[src/hw/lspc_config.svh]
// LSPC CPU port configuration
// Word and address widths plus the host register map
`ifndef LSPC_CONFIG_SVH
`define LSPC_CONFIG_SVH

// CPU bus and VRAM word width
`define LSPC_DATA_W 16

// VRAM word address, one single port
`define LSPC_VADDR_W 16

// Host selects one of four registers
`define LSPC_REGIDX_W 2

// Register map, word offsets
// Address register, sets the VRAM pointer
`define LSPC_REG_VRAMADDR 2'd0
// Data register, write stores and steps the pointer
`define LSPC_REG_VRAMRW 2'd1
// Modulo added after each data write
`define LSPC_REG_VRAMMOD 2'd2
// Mode register, plain storage
`define LSPC_REG_MODE 2'd3

`endif

[src/hw/lspc_pkg.sv]
// LSPC CPU port types
// Width typedefs, operation codes and handshake states
`include "lspc_config.svh"

package lspc_pkg;

	// Widths with a meaning
	typedef logic [`LSPC_DATA_W-1:0] dataWord;
	typedef logic [`LSPC_VADDR_W-1:0] vramAddr_t;
	typedef logic [`LSPC_REGIDX_W-1:0] regIdx_t;

	// Operations passed from decode to execute and result
	typedef enum logic [2:0] {
		opSetAddr,
		opSetMod,
		opSetMode,
		opVramWrite,
		opVramRead,
		opReadMod,
		opReadMode
	} opKind_t;

	// Four-phase handshake FSM
	typedef enum logic [1:0] {
		hsIdle,
		hsBusy,
		hsAck
	} hsState_t;

endpackage

[src/hw/cpu_read_result.sv]
// CPU read result
// Keeps the mode register and registers the readback word
// selected by the finished operation
`include "lspc_config.svh"

module cpuReadResult (
	input logic clk,
	input logic rstN,
	input logic opValid,
	input lspc_pkg::opKind_t opKind,
	input lspc_pkg::dataWord opData,
	input logic opDone,
	input lspc_pkg::opKind_t doneKind,
	input lspc_pkg::dataWord readWord,
	input lspc_pkg::dataWord modValue,
	output lspc_pkg::dataWord cpuRdata
);
	import lspc_pkg::*;

	dataWord modeReg;
	dataWord srcWord;
	logic srcLoad;

	// Mode register, host storage only
	always_ff @(posedge clk) begin
		if (!rstN) begin
			modeReg <= '0;
		end else if (opValid && (opKind == opSetMode)) begin
			modeReg <= opData;
		end
	end

	// Readback source per finished op
	always_comb begin
		srcWord = readWord;
		srcLoad = 1'b0;
		case (doneKind)
			opVramRead: begin
				srcWord = readWord;
				srcLoad = 1'b1;
			end
			opReadMod: begin
				srcWord = modValue;
				srcLoad = 1'b1;
			end
			opReadMode: begin
				srcWord = modeReg;
				srcLoad = 1'b1;
			end
			// Writes keep the last read value
			default: srcLoad = 1'b0;
		endcase
	end

	always_ff @(posedge clk) begin
		if (opDone && srcLoad) begin
			cpuRdata <= srcWord;
		end
	end

endmodule

[src/hw/cpu_reg_decode.sv]
// CPU register decode
// Runs the four-phase req/ack handshake with the host and turns
// each accepted access into one operation pulse for the datapath
`include "lspc_config.svh"

module cpuRegDecode (
	input logic clk,
	input logic rstN,
	input logic cpuReq,
	input logic cpuWe,
	input lspc_pkg::regIdx_t cpuIdx,
	input lspc_pkg::dataWord cpuWdata,
	input logic opDone,
	output logic cpuAck,
	output logic opValid,
	output lspc_pkg::opKind_t opKind,
	output lspc_pkg::dataWord opData
);
	import lspc_pkg::*;

	hsState_t state;
	opKind_t reqKind;
	logic accept;

	// New access only from idle, ack is low there
	assign accept = (state == hsIdle) && cpuReq;

	// Direction and index to operation
	always_comb begin
		reqKind = opReadMode;
		if (cpuWe) begin
			case (cpuIdx)
				`LSPC_REG_VRAMADDR: reqKind = opSetAddr;
				`LSPC_REG_VRAMRW: reqKind = opVramWrite;
				`LSPC_REG_VRAMMOD: reqKind = opSetMod;
				default: reqKind = opSetMode;
			endcase
		end else begin
			case (cpuIdx)
				// Both address and data reads fetch VRAM
				`LSPC_REG_VRAMADDR, `LSPC_REG_VRAMRW: reqKind = opVramRead;
				`LSPC_REG_VRAMMOD: reqKind = opReadMod;
				default: reqKind = opReadMode;
			endcase
		end
	end

	always_ff @(posedge clk) begin
		if (!rstN) begin
			state <= hsIdle;
			cpuAck <= 1'b0;
			opValid <= 1'b0;
			opKind <= opSetAddr;
		end else begin
			// Single-cycle strobe
			opValid <= 1'b0;
			case (state)
				hsIdle: begin
					if (accept) begin
						opValid <= 1'b1;
						opKind <= reqKind;
						state <= hsBusy;
					end
				end
				// Wait for the datapath to finish
				hsBusy: begin
					if (opDone) begin
						cpuAck <= 1'b1;
						state <= hsAck;
					end
				end
				// Host holds req as back-pressure
				hsAck: begin
					if (!cpuReq) begin
						cpuAck <= 1'b0;
						state <= hsIdle;
					end
				end
				default: state <= hsIdle;
			endcase
		end
	end

	// Write data captured with the request
	always_ff @(posedge clk) begin
		if (accept) begin
			opData <= cpuWdata;
		end
	end

	// Ack holds for as long as the host keeps req up
	ackHold: assert property (@(posedge clk) disable iff (!rstN)
		cpuAck && cpuReq |=> cpuAck);

	// Operations start only from an idle handshake
	validFromIdle: assert property (@(posedge clk) disable iff (!rstN)
		opValid |-> $past(state == hsIdle) && !cpuAck);

endmodule

[src/hw/lspc_cpu_port.sv]
// LSPC CPU access port
// Host register interface to VRAM built from decode, execute
// and readback stages
`include "lspc_config.svh"

module lspcCpuPort (
	input logic clk,
	input logic rstN,
	// Host side
	input logic cpuReq,
	input logic cpuWe,
	input lspc_pkg::regIdx_t cpuIdx,
	input lspc_pkg::dataWord cpuWdata,
	output logic cpuAck,
	output lspc_pkg::dataWord cpuRdata,
	// VRAM side
	output lspc_pkg::vramAddr_t vramAddrOut,
	output lspc_pkg::dataWord vramWdata,
	output logic vramWe,
	output logic vramRe,
	input lspc_pkg::dataWord vramRdata
);
	import lspc_pkg::*;

	// Decode to execute and result
	logic opValid;
	opKind_t opKind;
	dataWord opData;
	// Execute back to decode and result
	logic opDone;
	opKind_t doneKind;
	dataWord readWord;
	dataWord modValue;

	cpuRegDecode uDecode (.clk(clk), .rstN(rstN), .cpuReq(cpuReq), .cpuWe(cpuWe),
		.cpuIdx(cpuIdx), .cpuWdata(cpuWdata), .opDone(opDone), .cpuAck(cpuAck),
		.opValid(opValid), .opKind(opKind), .opData(opData));

	vramAccessExec uExec (.clk(clk), .rstN(rstN), .opValid(opValid), .opKind(opKind),
		.opData(opData), .vramRdata(vramRdata), .opDone(opDone), .doneKind(doneKind),
		.readWord(readWord), .modValue(modValue), .vramAddrOut(vramAddrOut),
		.vramWdata(vramWdata), .vramWe(vramWe), .vramRe(vramRe));

	cpuReadResult uResult (.clk(clk), .rstN(rstN), .opValid(opValid), .opKind(opKind),
		.opData(opData), .opDone(opDone), .doneKind(doneKind), .readWord(readWord),
		.modValue(modValue), .cpuRdata(cpuRdata));

endmodule

[src/hw/vram_access_exec.sv]
// VRAM access execute stage
// Holds the VRAM pointer and modulo, issues VRAM writes with
// pointer auto-increment and VRAM reads with one-cycle latency
`include "lspc_config.svh"

module vramAccessExec (
	input logic clk,
	input logic rstN,
	input logic opValid,
	input lspc_pkg::opKind_t opKind,
	input lspc_pkg::dataWord opData,
	input lspc_pkg::dataWord vramRdata,
	output logic opDone,
	output lspc_pkg::opKind_t doneKind,
	output lspc_pkg::dataWord readWord,
	output lspc_pkg::dataWord modValue,
	output lspc_pkg::vramAddr_t vramAddrOut,
	output lspc_pkg::dataWord vramWdata,
	output logic vramWe,
	output logic vramRe
);
	import lspc_pkg::*;

	vramAddr_t addrReg;
	dataWord modReg;
	vramAddr_t nextAddr;

	// Pointer plus modulo, wraps at 16 bits
	assign nextAddr = addrReg + vramAddr_t'(modReg);

	always_ff @(posedge clk) begin
		if (!rstN) begin
			addrReg <= '0;
			modReg <= '0;
			vramWe <= 1'b0;
			vramRe <= 1'b0;
			opDone <= 1'b0;
			doneKind <= opSetAddr;
		end else begin
			vramWe <= 1'b0;
			vramRe <= 1'b0;
			// Read completes when the data comes back
			opDone <= vramRe;
			// Step after the write cycle
			if (vramWe) begin
				addrReg <= nextAddr;
			end
			if (opValid) begin
				doneKind <= opKind;
				case (opKind)
					opSetAddr: begin
						addrReg <= vramAddr_t'(opData);
						opDone <= 1'b1;
					end
					opSetMod: begin
						modReg <= opData;
						opDone <= 1'b1;
					end
					// Strobe and done in the same cycle
					opVramWrite: begin
						vramWe <= 1'b1;
						opDone <= 1'b1;
					end
					// Done comes a cycle later
					opVramRead: begin
						vramRe <= 1'b1;
					end
					// Mode and readback need nothing here
					default: begin
						opDone <= 1'b1;
					end
				endcase
			end
		end
	end

	// Write word follows the strobe
	always_ff @(posedge clk) begin
		if (opValid && (opKind == opVramWrite)) begin
			vramWdata <= opData;
		end
	end

	// Pointer goes straight to the memory
	assign vramAddrOut = addrReg;
	// Memory data returns on readWord
	assign readWord = vramRdata;
	assign modValue = modReg;

	// One VRAM port, one direction per cycle
	noWeRe: assert property (@(posedge clk) disable iff (!rstN)
		!(vramWe && vramRe));

endmodule

[config.mk]
export PLATFORM = sky130hd
export DESIGN_NAME = lspcCpuPort
export DESIGN_NICKNAME = d
export VERILOG_FILES = /design/src/hw/lspc_pkg.sv /design/src/hw/cpu_read_result.sv /design/src/hw/cpu_reg_decode.sv /design/src/hw/lspc_cpu_port.sv /design/src/hw/vram_access_exec.sv
export VERILOG_INCLUDE_DIRS = /design/src /design/src/hw
export SDC_FILE = /design/constraint.sdc
export NUM_CORES = 1
export LEC_CHECK = 0
export BUFFER_PORTS_ARGS = -buffer_cell sky130_fd_sc_hd__buf_2
export CAP_MARGIN = 20
export CORE_MARGIN = 8
export CORE_UTILIZATION = 51
export DETAILED_ROUTE_END_ITERATION = 12
export GPL_TIMING_DRIVEN = 0
export PLACE_DENSITY = 0.73
export SLEW_MARGIN = 10
export SYNTH_ARGS = -nofsm -noshare
export SYNTH_HDL_FRONTEND = slang
export SYNTH_SLANG_ARGS = --single-unit
[constraint.sdc]
create_clock -name clk -period 3 [get_ports clk]
set_input_delay 0.15 -clock clk [delete_from_list [all_inputs] [get_ports clk]]
set_output_delay 0.15 -clock clk [all_outputs]
set_load 0.01 [all_outputs]
==> run metrics, run 1 <==
fin cells=747; fillers=828; Synth Flop Type=dfxtp_1; TritonCTS clock tree=built; wire per inst=17.5 um; total grt overflow=0; clock transition at the registers of the reported paths=0.11 ns; CP delay by family, top=simple AND/OR/NAND/NOR gates; Initial Util=52.0%; mean post-synth cell area=10.1 um^2; crit-path cells=ha_1, buf_6, a21oi_4, o21ai_2, or3_4, a2bb2oi_1, or4_1, nor2_1; Root Driver=clkbuf_8; area grow syn2layout=19.3%; count leader, synth=nand2_1; first-pass GRT wire length=20500 um; area leader, netlist=edfxtp_1; WL final=13100 um; Die W=115 um; sequential area share after synthesis=53.1%; Yosys reg bits=109; H-tree depth=3; hold_buf cts=16; Post-CTS Setup Bufs=0; CP required=3.31 ns; CTS Buf Count=9; Worst Tran Pin Value=0.955 ns; Final nets=666; Critical Path Max Stage Delay=0.52 ns; post-synthesis instance total=494; vias per std cell=5.51; CP max-delay cell=or4_1; outcome=finished, final reports clean; ranking of synthesized cells by area=edfxtp_1, dfxtp_1, nand2_1; residual DRC count=0; initial DRC count=355; sequential share of power=59.0%; RSZ-0062 raised after global routing=no; Final Hold Fails=0; Setup violations, final=0; EDFF count, synth=48; library cells used by synthesis=57; largest net degree at the start of global routing=18; Max-Cap Viols=0; Post-DRT Antenna Nets=0; initial antenna violation count=0; Post-Syn Nets=551; Ys Warns=0; multi-input combinational cell area=2200 um^2; vias in the first global route=3977; Clock Latency Late Sink=0.37 ns; post-CTS sizing=0; clock share of power=31.6%; core area=9640 um^2; Vert. Die Dim=115 um; Fin Setup TNS=0 ns; crit path kind=flip-flop to flip-flop; Data arrival, critical path=2.60 ns; register area=2660 um^2; Slew headroom=36.3%; max-slew violations=0; top cells by count, synth=nand2_1, dfxtp_1, edfxtp_1; first-pass iteration count of the detailed router=5; Sink Count=109; diode count=0; switching pwr=678 uW; cell-internal power=2.09 mW; Final Cycle Share=76.4%; Max Root-Sink Buffers=2; Vias=4118; Tmin final=2.29 ns; Fmax=0.436 GHz; synthesized area=5010 um^2; worst vdd ir=0.322 mV; placed cells=715; leakage power=2.41 nW; Synth top area share=28.7%; clock skew=0.0129 ns; Logic pwr share=9.4%; Final Wtd Congestion=0.861; Worst Setup End Kind=flip-flop; all-layer global routing usage=20.1%; total power draw=2.77 mW; number of port buffers=87; CP Max Fanout=7; cell area power density=463 nW/um^2; num rows=36; share of layout cells above drive strength 1=19.2%; Hold Crit Class=input pin to flip-flop; CP startpoint kind=flip-flop; async set-or-reset flop fraction in the synthesized netlist=0%; post-DP HPWL=9760 um; die footprint=13300 um^2; WP buf/inv=1; Sw Share=24.5%; Top Ports=89
-- sequential cells by signal (all words and copies together), names as in the netlist, 3 cells and up --
| signal | cells |
|---|---|
| uResult.modeReg | 16 |
| uExec.vramWdata | 16 |
| uExec.doneKind | 3 |
| uExec.vramAddrOut | 16 |
| uResult.cpuRdata | 16 |
| uExec.modValue | 16 |
| uDecode.opKind | 3 |
| uDecode.opData | 16 |
-- worst register-to-register path, cell delays in order, from the launching register on --
cell	delay, ns
dfxtp_1	0.43
ha_1	0.27
buf_6	0.14
a21oi_4	0.14
o21ai_2	0.09
or3_4	0.39
a2bb2oi_1	0.14
or4_1	0.52
nor2_1	0.11
-- logic make-up (layout without fill, tap and decap cells) --
kind of cell,after synthesis,count (layout),share of synthesized area (%)
multiplexers,13,13,2.60
AO/OA/AOI/OAI,142,142,19.7
flip-flops,109,109,53.1
AND/OR/NAND/NOR,161,161,14.7
buffers and inverters,39,159,3.12
adder cells (fa/ha/maj),19,19,4.89
XOR/XNOR,11,11,1.92
-- placed cells by master (no fill, tap or decap), types with 18 or more instances in the layout --
master and n:
nand2_1 91, buf_2 89, dfxtp_1 61, edfxtp_1 48, a21boi_0 35, a21oi_1 32, clkbuf_1 29, nor2_1 23
ha_1 18
-- layer usage --
metal / GRT usage (%) / vias to the layer above / share of wire [%]
met4: 7.27 / 0 / 2.0
met2: 32.7 / 137 / 48
met1: 25.9 / 1950 / 44
met3: 3.83 / 17 / 6.4
met5: 0 / - / 0
li1: - / 2014 / -
-- layout make-up --
| type | count | area share (%) |
|---|---|---|
| Sequential cell | 109 | 44.5 |
| Buffer | 32 | 2.17 |
| Clock inverter | 6 | 1.07 |
| Timing Repair Buffer | 104 | 10.1 |
| Inverter | 7 | 0.439 |
| Tap cell | 133 | 2.78 |
| Multi-Input combinational cell | 346 | 36.8 |
| Clock buffer | 10 | 2.13 |
-- power by group through the flow --
stage          Clock (mW)  Combinational, mW  Sequential, mW
2_1_floorplan           0              0.149            1.66
3_3_place_gp            0              0.234            1.67
3_5_place_dp            0              0.242            1.67
4_1_cts             0.886              0.260            1.63
5_1_grt             0.963              0.288            1.64
6_report            0.876              0.260            1.64
-- stage by stage --
| step | hold WS, ns | setup WS (ns) | instance area [um^2] | util [%] |
|---|---|---|---|---|
| final | 0.0871 | 0.708 | 5980 | 62.1 |
| after global routing | 0.0910 | 0.630 | 5980 | 62.1 |
| after CTS | 0.0781 | 0.743 | 5980 | 62.1 |
| after detailed placement | 0.328 | 0.761 | 5630 | 58.4 |
| after global placement | 0.326 | 0.0614 | 5620 | 58.3 |
| after floorplan | 0.249 | 0.647 | 5010 | - |
-- final timing paths --
check | startpoint | endpoint | slack, ns | cells after the start
worst max-delay path | uExec.modValue[8] | uExec.vramAddrOut[15] | 0.71 | 8
worst min-delay path | cpuWe | uDecode.opKind[2] | 0.09 | 3
worst max register to register | uExec.modValue[8] | uExec.vramAddrOut[15] | 0.71 | 8
worst min register to register | uResult.modeReg[12] | uResult.modeReg[12] | 0.47 | 2
Note: power is estimated with default switching activity, not from simulation.
==> run 2: changes to the inputs <==
--- a/config.mk
+++ b/config.mk
@@ -9,10 +9,10 @@
 export BUFFER_PORTS_ARGS = -buffer_cell sky130_fd_sc_hd__buf_2
 export CAP_MARGIN = 20
 export CORE_MARGIN = 8
-export CORE_UTILIZATION = 51
+export CORE_UTILIZATION = 50
 export DETAILED_ROUTE_END_ITERATION = 12
 export GPL_TIMING_DRIVEN = 0
-export PLACE_DENSITY = 0.73
+export PLACE_DENSITY = 0.74
 export SLEW_MARGIN = 10
 export SYNTH_ARGS = -nofsm -noshare
 export SYNTH_HDL_FRONTEND = slang
==> constraint.sdc (replaced) <==
create_clock -name clk -period 1.9 [get_ports clk]
set_input_delay 0.095 -clock clk [delete_from_list [all_inputs] [get_ports clk]]
set_output_delay 0.095 -clock clk [all_outputs]
set_load 0.01 [all_outputs]
==> run 2 against run 1 <==
The run now ends with negative setup slack left; flip-flop and latch count unchanged; wire length grew 4.5%; first-iteration DRC count down 10%; sequential share of layout area down 2.1 points; fmax is 14% higher; sequential power grew 59%; combinational power increased by 74%; design area is 6.5% higher; clock skew up 0.0018 ns; count of clock-buffer cells in the layout unchanged; worst setup slack worse by 0.81 ns; largest cell class unchanged; highest routed layer unchanged.
==> run metrics, run 2 (synthesis gave the netlist of run 1 again) <==
clock share of power=31.9% (+0.3 points); Top Ports=89 (unchanged); Vert. Die Dim=116 um (+0.86%); Final Wtd Congestion=0.905 (+5.0%); Slew headroom=50.3% (+14 points); Sw Share=25.1% (+0.65 points); all-layer global routing usage=20.9% (+0.89 points); num rows=36 (unchanged); Max-Cap Viols=0 (unchanged); max-slew violations=0 (unchanged); Logic pwr share=10.1% (+0.7 points); Worst Tran Pin Value=0.746 ns (-0.209 ns); violated checks=negative setup slack; initial antenna violation count=0 (unchanged); total grt overflow=0 (unchanged); cell-internal power=3.36 mW (+60%); number of port buffers=87 (unchanged); die footprint=13500 um^2 (+1.7%); outcome=finished, violations left; Final nets=671 (+0.75%); share of layout cells above drive strength 1=30.5% (+11 points); first-pass GRT wire length=21500 um (+5.4%); clock skew=0.0147 ns (+0.00179 ns); placed standard-cell area=5760 um^2 (+2.3%); Root Driver=clkbuf_8; Critical Path Max Stage Delay=0.41 ns (-0.11 ns); diode count=0 (unchanged); vias in the first global route=4105 (+3.2%); Worst Setup End Kind=flip-flop; wire per inst=18.1 um (+3.8%); largest net degree at the start of global routing=19 (+1); Die W=116 um (+0.86%); worst vdd ir=0.664 mV (+110%); RSZ-0062 raised after global routing=yes; crit path kind=flip-flop to flip-flop; core area=9770 um^2 (+1.4%); CP max-delay cell=or4_1; TritonCTS clock tree=built; CP delay by family, top=compound AO/OA/AOI/OAI gates; design area=6370 um^2 (+6.5%); cell area power density=704 nW/um^2 (+52%); first-pass iteration count of the detailed router=6 (+1); Max Root-Sink Buffers=2 (unchanged); fillers=785 (-5.2%); crit-path cells=ha_4, a211oi_4, o31ai_4, o221a_4, a2bb2oi_1, or4_1, nor2_1; WP buf/inv=0 (-1); post-DP HPWL=9940 um (+1.9%); initial DRC count=319 (-10%); leakage power=2.50 nW (+3.8%); CP required=2.22 ns (-1.09 ns); Final Cycle Share=105% (+29 points); WL final=13600 um (+4.5%); vias per std cell=5.53 (+0.23%); Post-DRT Antenna Nets=0 (unchanged); most common cell after layout, fill and taps aside=nand2_1; CP Max Fanout=4 (-3); CTS Buf Count=9 (unchanged); switching pwr=1.13 mW (+66%); Initial Util=51.3% (-0.72 points); fin util=65.2% (+3.1 points); Reg2Reg Setup Slack=-0.10 ns (-0.81 ns); Final Hold Fails=0 (unchanged); clock transition at the registers of the reported paths=0.11 ns (about the same); Data arrival, critical path=2.32 ns (-0.28 ns); Sink Count=109 (unchanged); Clock Latency Late Sink=0.38 ns (about the same); Fmax=0.500 GHz (+14%); Tmin final=2.00 ns (-0.290 ns); Vias=4155 (+0.90%); Setup violations, final=3 (+3); area grow syn2layout=27.1%; CP startpoint kind=flip-flop; final worst setup slack=-0.102 ns (-0.810 ns); commonest cells after routing, fill and taps aside=nand2_1, buf_2, edfxtp_1; H-tree depth=3 (unchanged); hold slack=0.0363 ns (-0.0508 ns); sequential share of power=58.0% (-1.0 points); residual DRC count=0 (unchanged); Hold Crit Class=input pin to flip-flop
==> run 2: cell types whose count changed in the layout (fill, tap and decap cells not counted), moves of 5 or more <==
cell      before  now
dfxtp_2        0   16
ha_4           0   11
clkbuf_1      29   15
ha_1          18    5
dfxtp_4        0    5
clkbuf_2       0    9
dfxtp_1       61   40
buf_4          1    9
==> run 2: path summary, 6_finish.rpt <==
kind / start / endpoint / cells past startpoint
min reg2reg: uResult.modeReg[8] / uResult.modeReg[8] / 2
min: cpuWe / uDecode.opKind[2] / 3
max reg2reg: uExec.modValue[1] / uExec.vramAddrOut[15] / 7
max: uExec.modValue[1] / uExec.vramAddrOut[15] / 7
==> run 2: routing by layer <==
metal | wire (um) | global-route usage [%] | vias to the layer above
met2 | 6400 | 33.5 | 149
met3 | 1120 | 5.74 | 23
met5 | 0 | 0 | -
met4 | 444 | 9.42 | 0
li1 | - | - | 2012
met1 | 5670 | 25.9 | 1971
==> run 2: area by class of cell <==
type	instances	area (um^2)	share of cell area, %
well taps	133	166	2.61
clock inverters	6	68.8	1.08
flip-flops and latches	109	2700	42.4
repair buffers	114	689	10.8
multi-input cells	346	2460	38.7
inverters	7	26.3	0.412
clock buffers	10	128	2.00
plain buffers	27	126	1.98
==> run 2: repair_timing <==
action	CTS	global route
gates resized for setup	34	30
pin swaps	12	22
hold endpoints to repair	16	0
hold buffers	16	0
setup endpoints to repair	37	58
setup buffers	5	5
==> run 2: power by group through the flow <==
stage / sequential (mW) / combinational (mW) / clock (mW)
after global routing: 2.61 / 0.503 / 1.55
after global placement: 2.64 / 0.380 / 0
final: 2.60 / 0.452 / 1.43
after detailed placement: 2.64 / 0.396 / 0
after floorplan: 2.62 / 0.249 / 0
after CTS: 2.59 / 0.430 / 1.46
==> run 2: per-stage QoR <==
stage | total power, mW | std cells | setup slack [ns] | TNS [ns]
final | 4.48 | 752 | -0.102 | -0.190
after global routing | 4.66 | 752 | -0.155 | -0.917
after CTS | 4.48 | 751 | -0.169 | -0.254
after detailed placement | 3.04 | 715 | -0.252 | -1.54
after global placement | 3.02 | 714 | -0.332 | -6.85
after floorplan | 2.87 | 494 | -0.0790 | -0.142
==> run 2: worst min-delay path, stage by stage <==
cell     delay (ns)
buf_2          0.11
nand2_1        0.05
o211a_1        0.11
==> run 3: changes to the inputs <==
--- a/config.mk
+++ b/config.mk
@@ -6,13 +6,14 @@
 export SDC_FILE = /design/constraint.sdc
 export NUM_CORES = 1
 export LEC_CHECK = 0
+export ABC_AREA = 1
 export BUFFER_PORTS_ARGS = -buffer_cell sky130_fd_sc_hd__buf_2
 export CAP_MARGIN = 20
 export CORE_MARGIN = 8
 export CORE_UTILIZATION = 50
 export DETAILED_ROUTE_END_ITERATION = 12
 export GPL_TIMING_DRIVEN = 0
-export PLACE_DENSITY = 0.74
+export PLACE_DENSITY = 0.75
 export SLEW_MARGIN = 10
 export SYNTH_ARGS = -nofsm -noshare
 export SYNTH_HDL_FRONTEND = slang
==> run 3 against run 2 <==
The flow now finishes without violations; sequential share of layout area up 1.7 points; worst hold slack worse by 0.026 ns; worst setup slack better by 0.20 ns; largest cell class unchanged; flip-flop and latch count unchanged.
==> run metrics, run 3 <==
CTS Buf Count=9 (unchanged); Worst Setup End Kind=flip-flop; share of layout cells above drive strength 1=20.1% (-10 points); Final Wtd Congestion=0.916 (+1.3%); CP required=2.19 ns (-0.03 ns); design area=6040 um^2 (-5.2%); total power draw=4.27 mW (-4.9%); largest family of logic cells by synthesized area=simple AND/OR/NAND/NOR gates; Logic pwr share=10.2% (about the same); hold slack=0.0106 ns (-0.0257 ns); area leader, netlist=edfxtp_1; outcome=finished, final reports clean; Vias=4413 (+6.2%); TritonCTS clock tree=built; num rows=36 (unchanged); crit-path cells=ha_4, fa_2, nand2_2, nand2_2, nand3b_1, nand2_2, nand2_1, nand2_1, nand2_1, nand3_1, a21oi_1; crit path kind=flip-flop to flip-flop; xor and xnor area share after synthesis=0.704% (-1.2 points); Max-Cap Viols=0 (unchanged); all-layer global routing usage=19.7% (-1.3 points); sequential share of power=61.7% (+3.7 points); commonest cells after routing, fill and taps aside=nand2_1, buf_2, nor2_1; Setup violations, final=0 (-3); top cells by count, synth=nand2_1, nor2_1, dfxtp_1; clock transition at the registers of the reported paths=0.09 ns (-0.02 ns); fillers=882 (+12%); async set-or-reset flop fraction in the synthesized netlist=0% (unchanged); leakage power=2.76 nW (+11%); diode count=0 (unchanged); Initial Util=51.2% (-0.14 points); CP startpoint kind=flip-flop; Final Cycle Share=94.8% (-11 points); EDFF count, synth=48 (unchanged); post-synthesis instance total=593 (+20%); first-pass GRT wire length=20600 um (-4.4%); Fmax=0.555 GHz (+11%); Synth top area share=29.0% (+0.21 points); first-pass iteration count of the detailed router=5 (-1); Data arrival, critical path=2.09 ns (-0.23 ns); most common cell after layout, fill and taps aside=nand2_1; placed cells=816 (+14%); fin cells=855 (+14%); Max Root-Sink Buffers=2 (unchanged); residual DRC count=0 (unchanged); wire per inst=15.5 um (-15%); sequential area share after synthesis=53.5% (+0.39 points); Top Ports=89 (unchanged); Worst Tran Pin Value=0.755 ns (+0.00911 ns); cell area power density=706 nW/um^2 (+0.33%); CP Max Fanout=3 (-1); count leader, synth=nand2_1; clock skew=0.00669 ns (-0.00804 ns); CP max-delay cell=fa_2; Slew headroom=49.6% (-0.66 points); post-synthesis mux area share=0% (-2.6 points); Yosys reg bits=109 (unchanged); Root Driver=clkbuf_8; switching pwr=1.07 mW (-5.2%); Ys Warns=0 (unchanged); Die W=116 um (-0.31%); largest net degree at the start of global routing=21 (+2); vias per std cell=5.16 (-6.6%); final worst setup slack=0.0987 ns (+0.200 ns); dpl ws=0.00475 ns (+0.257 ns); Post-Syn Nets=650 (+18%); ranking of synthesized cells by area=edfxtp_1, dfxtp_1, nand2_1; cell-internal power=3.20 mW (-4.8%); Sw Share=25.0% (-0.094 points); die footprint=13400 um^2 (-0.63%); fin util=62.1% (-3.1 points); H-tree depth=3 (unchanged); register area=2670 um^2 (-1.3%); post-DP HPWL=10300 um (+3.6%); Fin Setup TNS=0 ns (+0.190 ns); number of port buffers=88 (+1.1%); multi-input combinational cell area=2070 um^2 (-16%); worst vdd ir=0.442 mV (-33%); library cells used by synthesis=32 (-44%); core area=9730 um^2 (-0.46%); vias in the first global route=4278 (+4.2%); Vert. Die Dim=116 um (-0.31%); Critical Path Max Stage Delay=0.40 ns (about the same); placed standard-cell area=5610 um^2 (-2.7%); initial DRC count=343 (+7.5%); post-synthesis compound-gate area fraction=9.88% (-9.8 points); Synth Area in Simple Gates=24.7% (+10 points); area grow syn2layout=21.4%; clock share of power=28.1% (-3.8 points); initial antenna violation count=0 (unchanged); Synth Flop Type=dfxtp_1; adder-cell share of the synthesized area=4.93% (+0.036 points); Hold Crit Class=input pin to flip-flop; Post-DRT Antenna Nets=0 (unchanged); Tmin final=1.80 ns (-0.200 ns); Final Hold Fails=0 (unchanged); Sink Count=109 (unchanged); mean post-synth cell area=8.39 um^2 (-17%); synthesized area=4980 um^2 (-0.72%); Final nets=774 (+15%); total grt overflow=0 (unchanged); Clock Latency Late Sink=0.36 ns (-0.02 ns); WL final=13200 um (-3.0%); max-slew violations=0 (unchanged)
run 3: critical path: cells and delay by family, from the launching register on:
kind,cells,cell delay (ns)
AOI/OAI and AO/OA,1,0.14
DFF,1,0.36
adders and majority gates,2,0.57
and+or+nand+nor,8,0.66
run 3: metal layers:
layer / wire (um) / track usage, % / vias to the layer above
met5: 0 / 0 / -
met4: 204 / 4.49 / 0
met3: 834 / 4.43 / 17
met2: 6830 / 36.0 / 140
met1: 5360 / 22.7 / 2058
li1: - / - / 2198
run 3: power by group through the flow:
stage,Sequential [mW],Clock [mW],Combinational (mW)
after floorplan,2.66,0,0.243
after global placement,2.68,0,0.379
after detailed placement,2.68,0,0.394
after CTS,2.63,1.20,0.424
after global routing,2.64,1.29,0.488
final,2.63,1.20,0.436
run 3: worst paths after layout:
kind              slack [ns]                  from  cells past startpoint                     to
setup / recovery         0.1  uExec.vramAddrOut[0]                     11  uExec.vramAddrOut[14]
hold / removal          0.01         vramRdata[15]                      3   uResult.cpuRdata[15]
hold reg to reg         0.49        uDecode.cpuAck                      2         uDecode.cpuAck
setup reg to reg         0.1  uExec.vramAddrOut[0]                     11  uExec.vramAddrOut[14]
run 3: cell families (layout without fill, tap and decap cells):
logic type,Yosys count,in the layout
AND/OR/NAND/NOR,294,294
XOR/XNOR,4,4
buffers and inverters,74,203
adder cells (fa/ha/maj),19,19
flip-flops,109,109
AO/OA/AOI/OAI,93,93
run 3: timing repair:
item	4_1_cts	5_1_grt
pin swaps	0	7
gates resized for setup	2	15
hold buffers	17	0
endpoints found under the hold margin	17	0
buffers inserted	0	6
setup endpoints to repair	4	6
run 3: final cells by class:
class / count / area share [%]
clock buffer: 12 / 2.24
multi-input combinational: 410 / 34.2
timing repair buffer: 113 / 11.1
tap: 133 / 2.75
buffer: 18 / 1.68
inverter: 56 / 3.48
clock inverter: 4 / 0.435
sequential: 109 / 44.1
